File: src/verilog/decode_pkg.sv
`default_nettype none

package decode_pkg;

    localparam int xlen       = 32;
    localparam int reg_addr_w = 5;
    localparam int num_regs   = 32;

    // major opcodes, named after the slice they are compared with
    // inst[31:20]
    localparam logic [11:0] op_alu3r     = 12'h001;
    localparam logic [11:0] op_shift_imm = 12'h004;
    // inst[31:25]
    localparam logic [6:0]  op_lu12i     = 7'h0a;
    localparam logic [6:0]  op_pcaddu12i = 7'h0e;
    // inst[31:26]
    localparam logic [5:0]  op_alui      = 6'h00;
    localparam logic [5:0]  op_ldst      = 6'h0a;
    localparam logic [5:0]  op_jirl      = 6'h13;
    localparam logic [5:0]  op_b         = 6'h14;
    localparam logic [5:0]  op_bl        = 6'h15;
    localparam logic [5:0]  op_beq       = 6'h16;
    localparam logic [5:0]  op_bne       = 6'h17;
    localparam logic [5:0]  op_blt       = 6'h18;
    localparam logic [5:0]  op_bge       = 6'h19;
    localparam logic [5:0]  op_bltu      = 6'h1a;
    localparam logic [5:0]  op_bgeu      = 6'h1b;

    // minor opcodes in inst[19:15]
    localparam logic [4:0]  fn_add  = 5'h00;
    localparam logic [4:0]  fn_sub  = 5'h02;
    localparam logic [4:0]  fn_slt  = 5'h04;
    localparam logic [4:0]  fn_sltu = 5'h05;
    localparam logic [4:0]  fn_nor  = 5'h08;
    localparam logic [4:0]  fn_and  = 5'h09;
    localparam logic [4:0]  fn_or   = 5'h0a;
    localparam logic [4:0]  fn_xor  = 5'h0b;
    localparam logic [4:0]  fn_slli = 5'h01;
    localparam logic [4:0]  fn_srli = 5'h09;
    localparam logic [4:0]  fn_srai = 5'h11;

    // minor opcodes in inst[25:22]
    localparam logic [3:0]  alui_slti  = 4'h8;
    localparam logic [3:0]  alui_sltui = 4'h9;
    localparam logic [3:0]  alui_addi  = 4'ha;
    localparam logic [3:0]  alui_andi  = 4'hd;
    localparam logic [3:0]  alui_ori   = 4'he;
    localparam logic [3:0]  alui_xori  = 4'hf;
    localparam logic [3:0]  ldst_ld_w  = 4'h2;
    localparam logic [3:0]  ldst_st_w  = 4'h6;

    typedef logic [reg_addr_w-1:0] reg_idx_t;
    typedef logic [xlen-1:0]       word_t;

    typedef enum logic [4:0] {
        alu_add, alu_sub, alu_slt, alu_sltu, alu_and, alu_nor, alu_or,
        alu_xor, alu_sll, alu_srl, alu_sra, alu_lui, alu_pcadd
    } alu_op_e;

    typedef enum logic [3:0] {
        br_none, br_beq, br_bne, br_blt, br_bge, br_bltu, br_bgeu, br_jump, br_jirl
    } br_kind_e;

    typedef struct packed {
        word_t inst;
        word_t pc;
    } fetch_bus_t;

    // one later stage's forwarding offer
    typedef struct packed {
        logic     valid;
        reg_idx_t dest;
        word_t    result;
    } fwd_src_t;

    typedef struct packed {
        logic     we;
        reg_idx_t waddr;
        word_t    wdata;
    } rf_write_t;

    typedef struct packed {
        alu_op_e  alu_op;
        logic     src1_is_pc;
        logic     src2_is_imm;
        logic     src2_is_4;
        logic     res_from_mem;
        logic     mem_we;
        logic     gr_we;
        reg_idx_t dest;
        br_kind_e br_kind;
        logic     use_rj;
        logic     use_rk;
        logic     use_rd;
    } decode_ctrl_t;

    typedef struct packed {
        alu_op_e  alu_op;
        logic     src1_is_pc;
        logic     src2_is_imm;
        logic     src2_is_4;
        logic     res_from_mem;
        logic     mem_we;
        logic     gr_we;
        reg_idx_t dest;
        word_t    imm;
        word_t    rj_value;
        word_t    rkd_value;
        word_t    pc;
    } issue_bus_t;

    typedef struct packed {
        logic  taken;
        word_t target;
    } branch_bus_t;

endpackage

`default_nettype wire

File: src/verilog/inst_decoder.sv
`timescale 1ns/10ps
`default_nettype none

module inst_decoder
    import decode_pkg::*;
(
    input  word_t        inst,
    input  word_t        pc,
    output decode_ctrl_t ctrl,
    output word_t        imm,
    output word_t        br_offs,
    output word_t        jirl_offs,
    output reg_idx_t     rj,
    output reg_idx_t     rk,
    output reg_idx_t     rd
);

    logic [11:0] i12;
    logic [19:0] i20;
    logic [15:0] i16;
    logic [25:0] i26;
    logic        need_ui5;
    logic        need_ui12;
    logic        need_si20;
    logic        need_si26;

    assign rd  = inst[4:0];
    assign rj  = inst[9:5];
    assign rk  = inst[14:10];
    assign i12 = inst[21:10];
    assign i20 = inst[24:5];
    assign i16 = inst[25:10];
    assign i26 = {inst[9:0], inst[25:10]};

    always_comb begin
        ctrl      = '0;
        need_ui5  = 1'b0;
        need_ui12 = 1'b0;
        need_si20 = 1'b0;
        need_si26 = 1'b0;
        if (inst[31:20] == op_alu3r) begin
            ctrl.gr_we  = 1'b1;
            ctrl.use_rj = 1'b1;
            ctrl.use_rk = 1'b1;
            case (inst[19:15])
                fn_add:  ctrl.alu_op = alu_add;
                fn_sub:  ctrl.alu_op = alu_sub;
                fn_slt:  ctrl.alu_op = alu_slt;
                fn_sltu: ctrl.alu_op = alu_sltu;
                fn_nor:  ctrl.alu_op = alu_nor;
                fn_and:  ctrl.alu_op = alu_and;
                fn_or:   ctrl.alu_op = alu_or;
                fn_xor:  ctrl.alu_op = alu_xor;
                default: ctrl = '0;
            endcase
        end else if (inst[31:20] == op_shift_imm) begin
            ctrl.gr_we       = 1'b1;
            ctrl.use_rj      = 1'b1;
            ctrl.src2_is_imm = 1'b1;
            need_ui5         = 1'b1;
            case (inst[19:15])
                fn_slli: ctrl.alu_op = alu_sll;
                fn_srli: ctrl.alu_op = alu_srl;
                fn_srai: ctrl.alu_op = alu_sra;
                default: ctrl = '0;
            endcase
        end else if (inst[31:25] == op_lu12i || inst[31:25] == op_pcaddu12i) begin
            ctrl.gr_we       = 1'b1;
            ctrl.src2_is_imm = 1'b1;
            need_si20        = 1'b1;
            // pcaddu12i adds the upper immediate to pc
            ctrl.src1_is_pc  = (inst[31:25] == op_pcaddu12i);
            ctrl.alu_op      = ctrl.src1_is_pc ? alu_pcadd : alu_lui;
        end else if (inst[31:26] == op_alui) begin
            ctrl.gr_we       = 1'b1;
            ctrl.use_rj      = 1'b1;
            ctrl.src2_is_imm = 1'b1;
            case (inst[25:22])
                alui_addi:  ctrl.alu_op = alu_add;
                alui_slti:  ctrl.alu_op = alu_slt;
                alui_sltui: ctrl.alu_op = alu_sltu;
                alui_andi:  ctrl.alu_op = alu_and;
                alui_ori:   ctrl.alu_op = alu_or;
                alui_xori:  ctrl.alu_op = alu_xor;
                default:    ctrl = '0;
            endcase
            need_ui12 = ctrl.alu_op inside {alu_and, alu_or, alu_xor};
        end else if (inst[31:26] == op_ldst) begin
            // address is rj + si12 in both cases
            ctrl.gr_we        = (inst[25:22] == ldst_ld_w);
            ctrl.res_from_mem = (inst[25:22] == ldst_ld_w);
            ctrl.mem_we       = (inst[25:22] == ldst_st_w);
            ctrl.use_rd       = (inst[25:22] == ldst_st_w);
            ctrl.use_rj       = ctrl.gr_we || ctrl.mem_we;
            ctrl.src2_is_imm  = ctrl.use_rj;
        end else begin
            case (inst[31:26])
                op_jirl: begin
                    ctrl.br_kind = br_jirl;
                    ctrl.use_rj  = 1'b1;
                end
                op_b:    ctrl.br_kind = br_jump;
                op_bl:   ctrl.br_kind = br_jump;
                op_beq:  ctrl.br_kind = br_beq;
                op_bne:  ctrl.br_kind = br_bne;
                op_blt:  ctrl.br_kind = br_blt;
                op_bge:  ctrl.br_kind = br_bge;
                op_bltu: ctrl.br_kind = br_bltu;
                op_bgeu: ctrl.br_kind = br_bgeu;
                default: ctrl.br_kind = br_none;
            endcase
            need_si26 = (inst[31:26] == op_b) || (inst[31:26] == op_bl);
            // link register gets pc + 4
            if (inst[31:26] == op_jirl || inst[31:26] == op_bl) begin
                ctrl.gr_we       = 1'b1;
                ctrl.src1_is_pc  = 1'b1;
                ctrl.src2_is_imm = 1'b1;
                ctrl.src2_is_4   = 1'b1;
            end
            ctrl.use_rd = ctrl.br_kind inside {br_beq, br_bne, br_blt, br_bge, br_bltu, br_bgeu};
            ctrl.use_rj = ctrl.use_rj || ctrl.use_rd;
        end

        if (!ctrl.gr_we) begin
            ctrl.dest = '0;
        end else if (need_si26) begin
            ctrl.dest = 5'd1;
        end else begin
            ctrl.dest = rd;
        end
    end

    always_comb begin
        if (ctrl.src2_is_4) begin
            imm = 32'd4;
        end else if (need_si20) begin
            imm = {i20, 12'b0};
        end else if (need_ui5) begin
            imm = {27'b0, rk};
        end else if (need_ui12) begin
            imm = {20'b0, i12};
        end else begin
            imm = {{20{i12[11]}}, i12};
        end
    end

    assign br_offs   = need_si26 ? {{4{i26[25]}}, i26, 2'b0} : {{14{i16[15]}}, i16, 2'b0};
    assign jirl_offs = {{14{i16[15]}}, i16, 2'b0};

endmodule

`default_nettype wire

File: src/verilog/regfile.sv
`timescale 1ns/10ps
`default_nettype none

module regfile
    import decode_pkg::*;
(
    input  logic      clk,
    input  reg_idx_t  raddr1,
    input  reg_idx_t  raddr2,
    output word_t     rdata1,
    output word_t     rdata2,
    input  rf_write_t wr
);

    word_t regs [num_regs];

    // r0 is never written
    always_ff @(posedge clk) begin
        if (wr.we && wr.waddr != '0) begin
            regs[wr.waddr] <= wr.wdata;
        end
    end

    assign rdata1 = (raddr1 == '0) ? '0 : regs[raddr1];
    assign rdata2 = (raddr2 == '0) ? '0 : regs[raddr2];

endmodule

`default_nettype wire

File: src/verilog/operand_bypass.sv
`timescale 1ns/10ps
`default_nettype none

module operand_bypass
    import decode_pkg::*;
(
    input  reg_idx_t rj,
    input  reg_idx_t rk,
    input  reg_idx_t rd,
    input  logic     use_rj,
    input  logic     use_rk,
    input  logic     use_rd,
    input  word_t    rf_rdata1,
    input  word_t    rf_rdata2,
    input  fwd_src_t es_fwd,
    input  fwd_src_t ms_fwd,
    input  fwd_src_t ws_fwd,
    input  logic     es_is_load,
    output word_t    rj_value,
    output word_t    rkd_value,
    output logic     stall
);

    reg_idx_t rkd_idx;
    logic     rj_act;
    logic     rkd_act;

    // youngest matching stage wins
    function automatic word_t forward(
        input reg_idx_t idx,
        input word_t    rf_val,
        input fwd_src_t es,
        input fwd_src_t ms,
        input fwd_src_t ws
    );
        word_t val;
        if (es.valid && es.dest == idx) begin
            val = es.result;
        end else if (ms.valid && ms.dest == idx) begin
            val = ms.result;
        end else if (ws.valid && ws.dest == idx) begin
            val = ws.result;
        end else begin
            val = rf_val;
        end
        return val;
    endfunction

    assign rkd_idx = use_rd ? rd : rk;
    assign rj_act  = use_rj && (rj != '0);
    assign rkd_act = (use_rk || use_rd) && (rkd_idx != '0);

    assign rj_value  = rj_act ? forward(rj, rf_rdata1, es_fwd, ms_fwd, ws_fwd) : rf_rdata1;
    assign rkd_value = rkd_act ? forward(rkd_idx, rf_rdata2, es_fwd, ms_fwd, ws_fwd)
                               : rf_rdata2;

    // load data only exists after mem, so an es match has to wait
    assign stall = es_is_load && es_fwd.valid &&
                   ((rj_act && es_fwd.dest == rj) || (rkd_act && es_fwd.dest == rkd_idx));

endmodule

`default_nettype wire

File: src/verilog/branch_unit.sv
`timescale 1ns/10ps
`default_nettype none

module branch_unit
    import decode_pkg::*;
(
    input  br_kind_e    br_kind,
    input  word_t       pc,
    input  word_t       rj_value,
    input  word_t       rkd_value,
    input  word_t       br_offs,
    input  word_t       jirl_offs,
    input  logic        enable,
    output branch_bus_t br
);

    logic eq;
    logic lt;
    logic ltu;
    logic cond;

    assign eq  = (rj_value == rkd_value);
    assign lt  = ($signed(rj_value) < $signed(rkd_value));
    assign ltu = (rj_value < rkd_value);

    always_comb begin
        case (br_kind)
            br_beq:  cond = eq;
            br_bne:  cond = !eq;
            br_blt:  cond = lt;
            br_bge:  cond = !lt;
            br_bltu: cond = ltu;
            br_bgeu: cond = !ltu;
            br_jump: cond = 1'b1;
            br_jirl: cond = 1'b1;
            default: cond = 1'b0;
        endcase
    end

    assign br.taken  = enable && cond;
    // jirl is register-relative, the rest pc-relative
    assign br.target = (br_kind == br_jirl) ? rj_value + jirl_offs : pc + br_offs;

endmodule

`default_nettype wire

File: src/verilog/id_stage.sv
`timescale 1ns/10ps
`default_nettype none

module id_stage
    import decode_pkg::*;
(
    input  logic        clk,
    input  logic        reset,
    input  logic        fs_valid,
    input  fetch_bus_t  fetch_bus,
    output logic        ds_allowin,
    input  logic        es_allowin,
    input  logic        es_is_load,
    input  fwd_src_t    es_fwd,
    input  fwd_src_t    ms_fwd,
    input  fwd_src_t    ws_fwd,
    input  rf_write_t   rf_write,
    output logic        ds_to_es_valid,
    output issue_bus_t  issue,
    output branch_bus_t br
);

    logic         ds_valid;
    logic         ds_ready;
    logic         stall;
    fetch_bus_t   ds_fetch;
    decode_ctrl_t ctrl;
    word_t        imm;
    word_t        br_offs;
    word_t        jirl_offs;
    word_t        rf_rdata1;
    word_t        rf_rdata2;
    word_t        rj_value;
    word_t        rkd_value;
    reg_idx_t     rj;
    reg_idx_t     rk;
    reg_idx_t     rd;

    always_ff @(posedge clk) begin
        if (reset) begin
            ds_valid <= 1'b0;
        end else if (ds_allowin) begin
            ds_valid <= fs_valid;
        end
    end

    always_ff @(posedge clk) begin
        if (fs_valid && ds_allowin) begin
            ds_fetch <= fetch_bus;
        end
    end

    assign ds_ready       = ds_valid && !stall;
    assign ds_allowin     = !ds_valid || (ds_ready && es_allowin);
    assign ds_to_es_valid = ds_ready;

    inst_decoder u_decoder (
        .inst      (ds_fetch.inst),
        .pc        (ds_fetch.pc),
        .ctrl      (ctrl),
        .imm       (imm),
        .br_offs   (br_offs),
        .jirl_offs (jirl_offs),
        .rj        (rj),
        .rk        (rk),
        .rd        (rd)
    );

    // stores and branches read rd on the second port
    regfile u_regfile (
        .clk    (clk),
        .raddr1 (rj),
        .raddr2 (ctrl.use_rd ? rd : rk),
        .rdata1 (rf_rdata1),
        .rdata2 (rf_rdata2),
        .wr     (rf_write)
    );

    operand_bypass u_bypass (
        .rj         (rj),
        .rk         (rk),
        .rd         (rd),
        .use_rj     (ctrl.use_rj),
        .use_rk     (ctrl.use_rk),
        .use_rd     (ctrl.use_rd),
        .rf_rdata1  (rf_rdata1),
        .rf_rdata2  (rf_rdata2),
        .es_fwd     (es_fwd),
        .ms_fwd     (ms_fwd),
        .ws_fwd     (ws_fwd),
        .es_is_load (es_is_load),
        .rj_value   (rj_value),
        .rkd_value  (rkd_value),
        .stall      (stall)
    );

    branch_unit u_branch (
        .br_kind   (ctrl.br_kind),
        .pc        (ds_fetch.pc),
        .rj_value  (rj_value),
        .rkd_value (rkd_value),
        .br_offs   (br_offs),
        .jirl_offs (jirl_offs),
        .enable    (ds_ready),
        .br        (br)
    );

    always_comb begin
        issue.alu_op       = ctrl.alu_op;
        issue.src1_is_pc   = ctrl.src1_is_pc;
        issue.src2_is_imm  = ctrl.src2_is_imm;
        issue.src2_is_4    = ctrl.src2_is_4;
        issue.res_from_mem = ctrl.res_from_mem;
        // no side effects from an empty slot
        issue.mem_we       = ctrl.mem_we && ds_valid;
        issue.gr_we        = ctrl.gr_we && ds_valid;
        issue.dest         = ctrl.dest;
        issue.imm          = imm;
        issue.rj_value     = rj_value;
        issue.rkd_value    = rkd_value;
        issue.pc           = ds_fetch.pc;
    end

endmodule

`default_nettype wire

File: config.mk
export PLATFORM = sky130hd
export DESIGN_NAME = id_stage
export DESIGN_NICKNAME = d
export VERILOG_FILES = /design/src/verilog/decode_pkg.sv /design/src/verilog/inst_decoder.sv /design/src/verilog/regfile.sv /design/src/verilog/operand_bypass.sv /design/src/verilog/branch_unit.sv /design/src/verilog/id_stage.sv
export SDC_FILE = /design/constraint.sdc
export NUM_CORES = 2
export LEC_CHECK = 0
export CORE_UTILIZATION = 45
export DETAILED_ROUTE_END_ITERATION = 16
export DONT_BUFFER_PORTS = 1
export PLACE_DENSITY = 0.57
export SLEW_MARGIN = 30
export SYNTH_ARGS = -nofsm -noshare
export SYNTH_HDL_FRONTEND = slang
export SYNTH_HIERARCHICAL = 1
export SYNTH_SLANG_ARGS = --single-unit
File: constraint.sdc
create_clock -name clk -period 23.1 [get_ports clk]
set_input_delay 2.31 -clock clk [delete_from_list [all_inputs] [get_ports clk]]
set_output_delay 2.31 -clock clk [all_outputs]
set_load 0.02 [all_outputs]
; Word level (Yosys, flattened, before mapping)
; Memories as Yosys holds them, arrays and structs flattened. A register that Yosys moved wholly into a read port is not among the register bits.
; Cells that the tools add are included.
[totals]
ff_bits = 65
latch_bits = 0
ram_bits = 1024
mem_bits_ro = 0
out_inout_bits = 179
elab_cells = 191
memories = 1
[op_classes]
n_addsub = 2
mul = 0
n_div = 0
n_lt_le_gt_ge = 2
n_eq_ne = 55
shift = 0
mux = 82
bitwise_logic = 0
reduce_logical = 46
[memory_table]
columns = memory, depth, width, rd, rd_clocked_by_memory_dff, wr, line_no
row1 = u_regfile.regs, 32, 32, 2, 1, 1, regfile.sv:15  ; word_t regs [num_regs];
[ops]
columns = op, count
row1 = 32-bit 2-to-1 mux, 16
row2 = 32-bit adder, 2
row3 = 32-bit less-than comparator, 2
row4 = 5-bit 2-to-1 mux, 11
row5 = 6-bit by 5-bit equality test with 1-bit output (second input constant), 9
row6 = 23-bit 2-to-1 mux, 2
row7 = 17-bit 2-to-1 mux, 2
row8 = 32-bit equality test, 1
row9 = 4-bit by 3-bit equality test with 1-bit output (second input constant), 8
row10 = 1-bit 2-to-1 mux, 32
row11 = 4-bit one-hot mux with 8 select lines, 1
row12 = 5-bit equality test, 6
row13 = 4-bit equality test (second input constant), 7
row14 = 5-bit by 3-bit equality test with 1-bit output (second input constant), 5
row15 = 4-bit 2-to-1 mux, 6
row16 = 3-bit one-hot mux with 7 select lines, 1
row17 = 4-bit by 2-bit equality test with 1-bit output (second input constant), 5
row18 = 5-bit by 4-bit equality test with 1-bit output (second input constant), 4
row19 = 1-bit logical AND, 19
row20 = 5-bit logical NOT, 3
row21 = 3-bit one-hot mux with 5 select lines, 1
row22 = 5-bit nonzero test, 3
row23 = 7-bit by 4-bit equality test with 1-bit output (second input constant), 2
row24 = 13-bit 2-to-1 mux, 1
row25 = other kinds (23), 38

; Depth between registers and ports, before layout
[depth]
word_depth = 28
mapped_depth = 26

; Cells and area by module
; The synthesis kept the hierarchy.
[by_module_without_submodules]
columns = mod, n_inst, cells_each, area_each_um2, seq_area_each_um2
row1 = regfile, 1, 2564, 47927.2, 30749.5
row2 = branch_unit, 1, 661, 4546.9, 0.0
row3 = operand_bypass, 1, 474, 3211.8, 0.0
row4 = id_stage, 1, 111, 2289.7, 1941.9
row5 = inst_decoder, 1, 227, 1577.8, 0.0

; Worst setup path before layout
; No wires, ideal clock.
[synth_path]
path_kind = input -> output
from = input port ws_fwd[32] (netlist bit)
to = output port br[29] (netlist bit)
arrival_time_ns = 6.176
setup_slack_ns = 14.614
path_stages = 17
path_buffers = 2
cell_sequence = xor2_1 > nor4_1 > and3_1 > clkbuf_1 > buf_2 > mux2i_1 > a211oi_1 > a221o_1 > ha_1 > a21o_1 > a21o_1 > a211oi_1 > a22oi_1 > a41oi_1 > a21oi_1 > xnor2_1 > a211oi_1
[synth_rtl]
columns = item, line_no
row1 = "start, declared", id_stage.sv:16  ; input fwd_src_t ws_fwd,
row2 = "end, declared", id_stage.sv:20  ; output branch_bus_t br

==> results.sh <==
export IMPL_cp_common_cell="buf_4"
export IMPL_gp_congestion=0.9759
export IMPL_syn2layout_area_growth_pct=8.820
export IMPL_ys_warn_count=6
export IMPL_htree_levels=3
export IMPL_grt_pass1_vias=38650
export IMPL_rows=133
export IMPL_finalHoldViolCount=0
export IMPL_crit_type="flip-flop to output pin"
export IMPL_max_clock_freq_mhz=83.65
export IMPL_cts_buffers=115
export IMPL_die_w_um=365.8
export IMPL_drtAntennaViolNets=0
export IMPL_cts_tree="done"
export IMPL_core_region_area_um2=131500
export IMPL_period_minus_slack_ps=11950
export IMPL_grt_max_degree=110
export IMPL_crit_path_start_kind="flip-flop"
export IMPL_setup_tns_final_ps=0
export IMPL_grt_usage=0.3152
export IMPL_synth_cell_types=102
export IMPL_power_leakage_nw=21.66
export IMPL_initial_core_util=0.4530
export IMPL_yosysSeqAreaShare=0.5489
export IMPL_post_route_drc_count=0
export IMPL_syn_avg_cell_area_um2=14.75
export IMPL_async_flop_share=0
export IMPL_cpPeakStageDelay_ps=940
export IMPL_critical_path_peak_fanout=54
export IMPL_min_path_type="flip-flop to flip-flop"
export IMPL_r2r_setup_slack_ps=18420
export IMPL_cts_root_buffer="clkbuf_16"
export IMPL_end_kind="output pin"
export IMPL_die_y_um=365.8
export IMPL_cts_resized=0
export IMPL_drive_gt1_frac=0.2000
export IMPL_dpl_cell_area_um2=60960
export IMPL_path_cells="nor3_1 > nand4_1 > o22ai_2 > buf_4 > mux2_8 > buf_4 > or3_2 > buf_4 > o221ai_1 > a221oi_2 > a211oi_1 > o21ai_1 > o311a_1 > o22ai_1 > inv_1 > ha_1 > a21o_1 > a21o_1 > a21oi_1 > o21a_1 > o221ai_1 > a211oi_1 > mux2i_1 > o221a_1"
export IMPL_io_pins=400
export IMPL_clock_sinks=1089
export IMPL_worstPathArrival_ps=9640
export IMPL_cts_setup_buffers=0
export IMPL_clkTransAtPathRegs_ps=60
export IMPL_clk_latency_ps=740
export IMPL_tightestPinTransition_ps=1105
export IMPL_vias_per_cell=6.939
export IMPL_dr_pass1_iters=6
export IMPL_dpl_cell_count=5548
export IMPL_fin_nets=4228
export IMPL_crit_required_ps=20790
export IMPL_fin_area_um2=64810
export IMPL_die_area_um2=133800
export IMPL_final_cells=5767
export IMPL_ys_ff_latch=1089
export IMPL_maxCapViolCount=0
export IMPL_peakVddDrop_mv=0.06549
export IMPL_period_share=0.5175
export IMPL_drt_iter0_markers=5078
export IMPL_grt_overflow=0
export IMPL_portBuffers=0
export IMPL_cp_slowest_cell="or3_2"
export IMPL_wl_per_cell_um=37.35
export IMPL_grt_antenna_before_repair=6
export IMPL_power_density_nw_per_um2=76.69
export IMPL_final_max_slew_viol_count=0
export IMPL_slew_headroom=0.2631
export IMPL_cts_buffer_depth=3
export IMPL_rsz0062_at_grt="false"
export IMPL_nFillCells=11030
export IMPL_grt_pass1_wl_mm=300.3
export IMPL_drt_total_wl_mm=215.4
export IMPL_dp_final_hpwl_mm=131.6
export IMPL_synth_edff_count=1088
export IMPL_vias=40020
export IMPL_finalClockSkew_ps=19.38
export IMPL_synthCells=4037
export IMPL_synth_main_ff_cell="edfxtp_1"
export IMPL_setup_viol=0
export IMPL_status="complete, no violations"
export IMPL_holdBufCountCts=0
export IMPL_postLayoutCoreUtil=0.4930
export IMPL_syn_cell_area_um2=59550
-- cell type report --
class | instances | area, um2 | area share
clock buffer | 129 | 2952 | 0.04554
inverter | 66 | 249.0 | 0.003842
sequential | 1089 | 32690 | 0.5045
timing repair buffer | 124 | 1037 | 0.01601
antenna | 7 | 17.52 | 0.0002703
tap | 1755 | 2196 | 0.03388
multi-input combinational | 2515 | 24860 | 0.3835
clock inverter | 82 | 808.3 | 0.01247
-- cells in the final DEF (no fill, tap or decap), types with 44 or more instances in the layout --
| cell | count |
|---|---|
| a211oi_1 | 95 |
| o21ai_0 | 114 |
| mux2i_1 | 361 |
| nand2_1 | 181 |
| nand4_1 | 44 |
| ha_1 | 94 |
| mux4_1 | 54 |
| a21o_1 | 47 |
| o221ai_1 | 66 |
| mux2_2 | 66 |
| inv_1 | 64 |
| o21ai_1 | 52 |
| edfxtp_1 | 1088 |
| a21oi_1 | 151 |
| buf_4 | 113 |
| clkbuf_16 | 116 |
| nor2_1 | 116 |
| mux4_2 | 298 |
| a22oi_1 | 68 |
-- power breakdown --
| part | internal, W | switching, W | total [W] |
|---|---|---|---|
| Sequential | 0.00221 | 0.0000294 | 0.00224 |
| Clock | 0.00107 | 0.000790 | 0.00186 |
| Combinational | 0.000310 | 0.000557 | 0.000867 |
-- sequential cells by signal (all words and copies together), names as in the netlist --
signal / flops
issue: 32
ds_valid: 1
ds_fetch: 32
u_regfile/regs: 1024
-- layer usage --
layer | vias up | part of all wire | track usage
li1 | 16210 | - | -
met1 | 20840 | 0.37 | 0.3987
met2 | 2451 | 0.47 | 0.5038
met3 | 509 | 0.10 | 0.07884
met4 | 2 | 0.053 | 0.1581
met5 | - | 0.000060 | 0
-- cell families after synthesis --
family                     synth area share
and+or+nand+nor                     0.05145
other                             0.0001261
adders and majority gates           0.02042
buffers and inverters               0.04521
AOI/OAI and AO/OA                    0.1109
muxes                                0.2119
xor gates and xnor gates            0.01103
DFF                                  0.5489
-- worst max-delay path, delay by kind of cell (launching register included) --
kind,cells,cell delay (ps)
adders and majority gates,1,330
buffers and inverters,4,1380
muxes,2,820
AOI/OAI and AO/OA,14,3980
and+or+nand+nor,3,1700
DFF,1,520
-- worst paths after layout --
| path | from | endpoint | depth (start not counted) |
|---|---|---|---|
| worst max-delay path | ds_fetch[62] | br[32] | 24 |
| worst min-delay path | ds_valid | ds_valid | 2 |
| worst max register to register | ds_fetch[60] | ds_fetch[53] | 12 |
| worst min register to register | ds_valid | ds_valid | 2 |
-- cells in the mapped netlist (all sizes together), types with 17 or more instances --
cell       n  share of area
edfxtp  1088           0.55
mux2i    366          0.062
mux4     352           0.14
buf      248          0.029
nand2    181          0.011
o21ai    170          0.014
a21oi    154          0.013
nor2     151         0.0096
clkbuf   148          0.011
a211oi   105          0.013
ha        94          0.020
mux2      70          0.013
a22oi     68         0.0086
inv       66         0.0042
o221ai    66         0.0097
a221oi    56          0.010
nor2b     48         0.0050
a21o      47         0.0059
nand4     44         0.0046
xnor2     43         0.0063
nand3     39         0.0034
a221o     33         0.0055
a311oi    32         0.0047
o21a      32         0.0041
o22ai     32         0.0034
xor2      32         0.0047
o311a     30         0.0050
nor3      19         0.0018
nand2b    17         0.0018
nor4      17         0.0022
o211ai    17         0.0027
-- through the flow --
| step | power [W] | hold slack [ps] | setup slack, ps |
|---|---|---|---|
| floorplan | 0.002881 | 506.4 | 14610 |
| CTS | 0.004973 | 611.3 | 10950 |
| global route | 0.005108 | 634.4 | 10870 |
| finish | 0.004970 | 607.5 | 11150 |
| detailed placement | 0.003130 | 595.7 | 11760 |
| global placement | 0.003122 | 584.4 | 11740 |
Note: power is estimated with default switching activity, not from simulation.
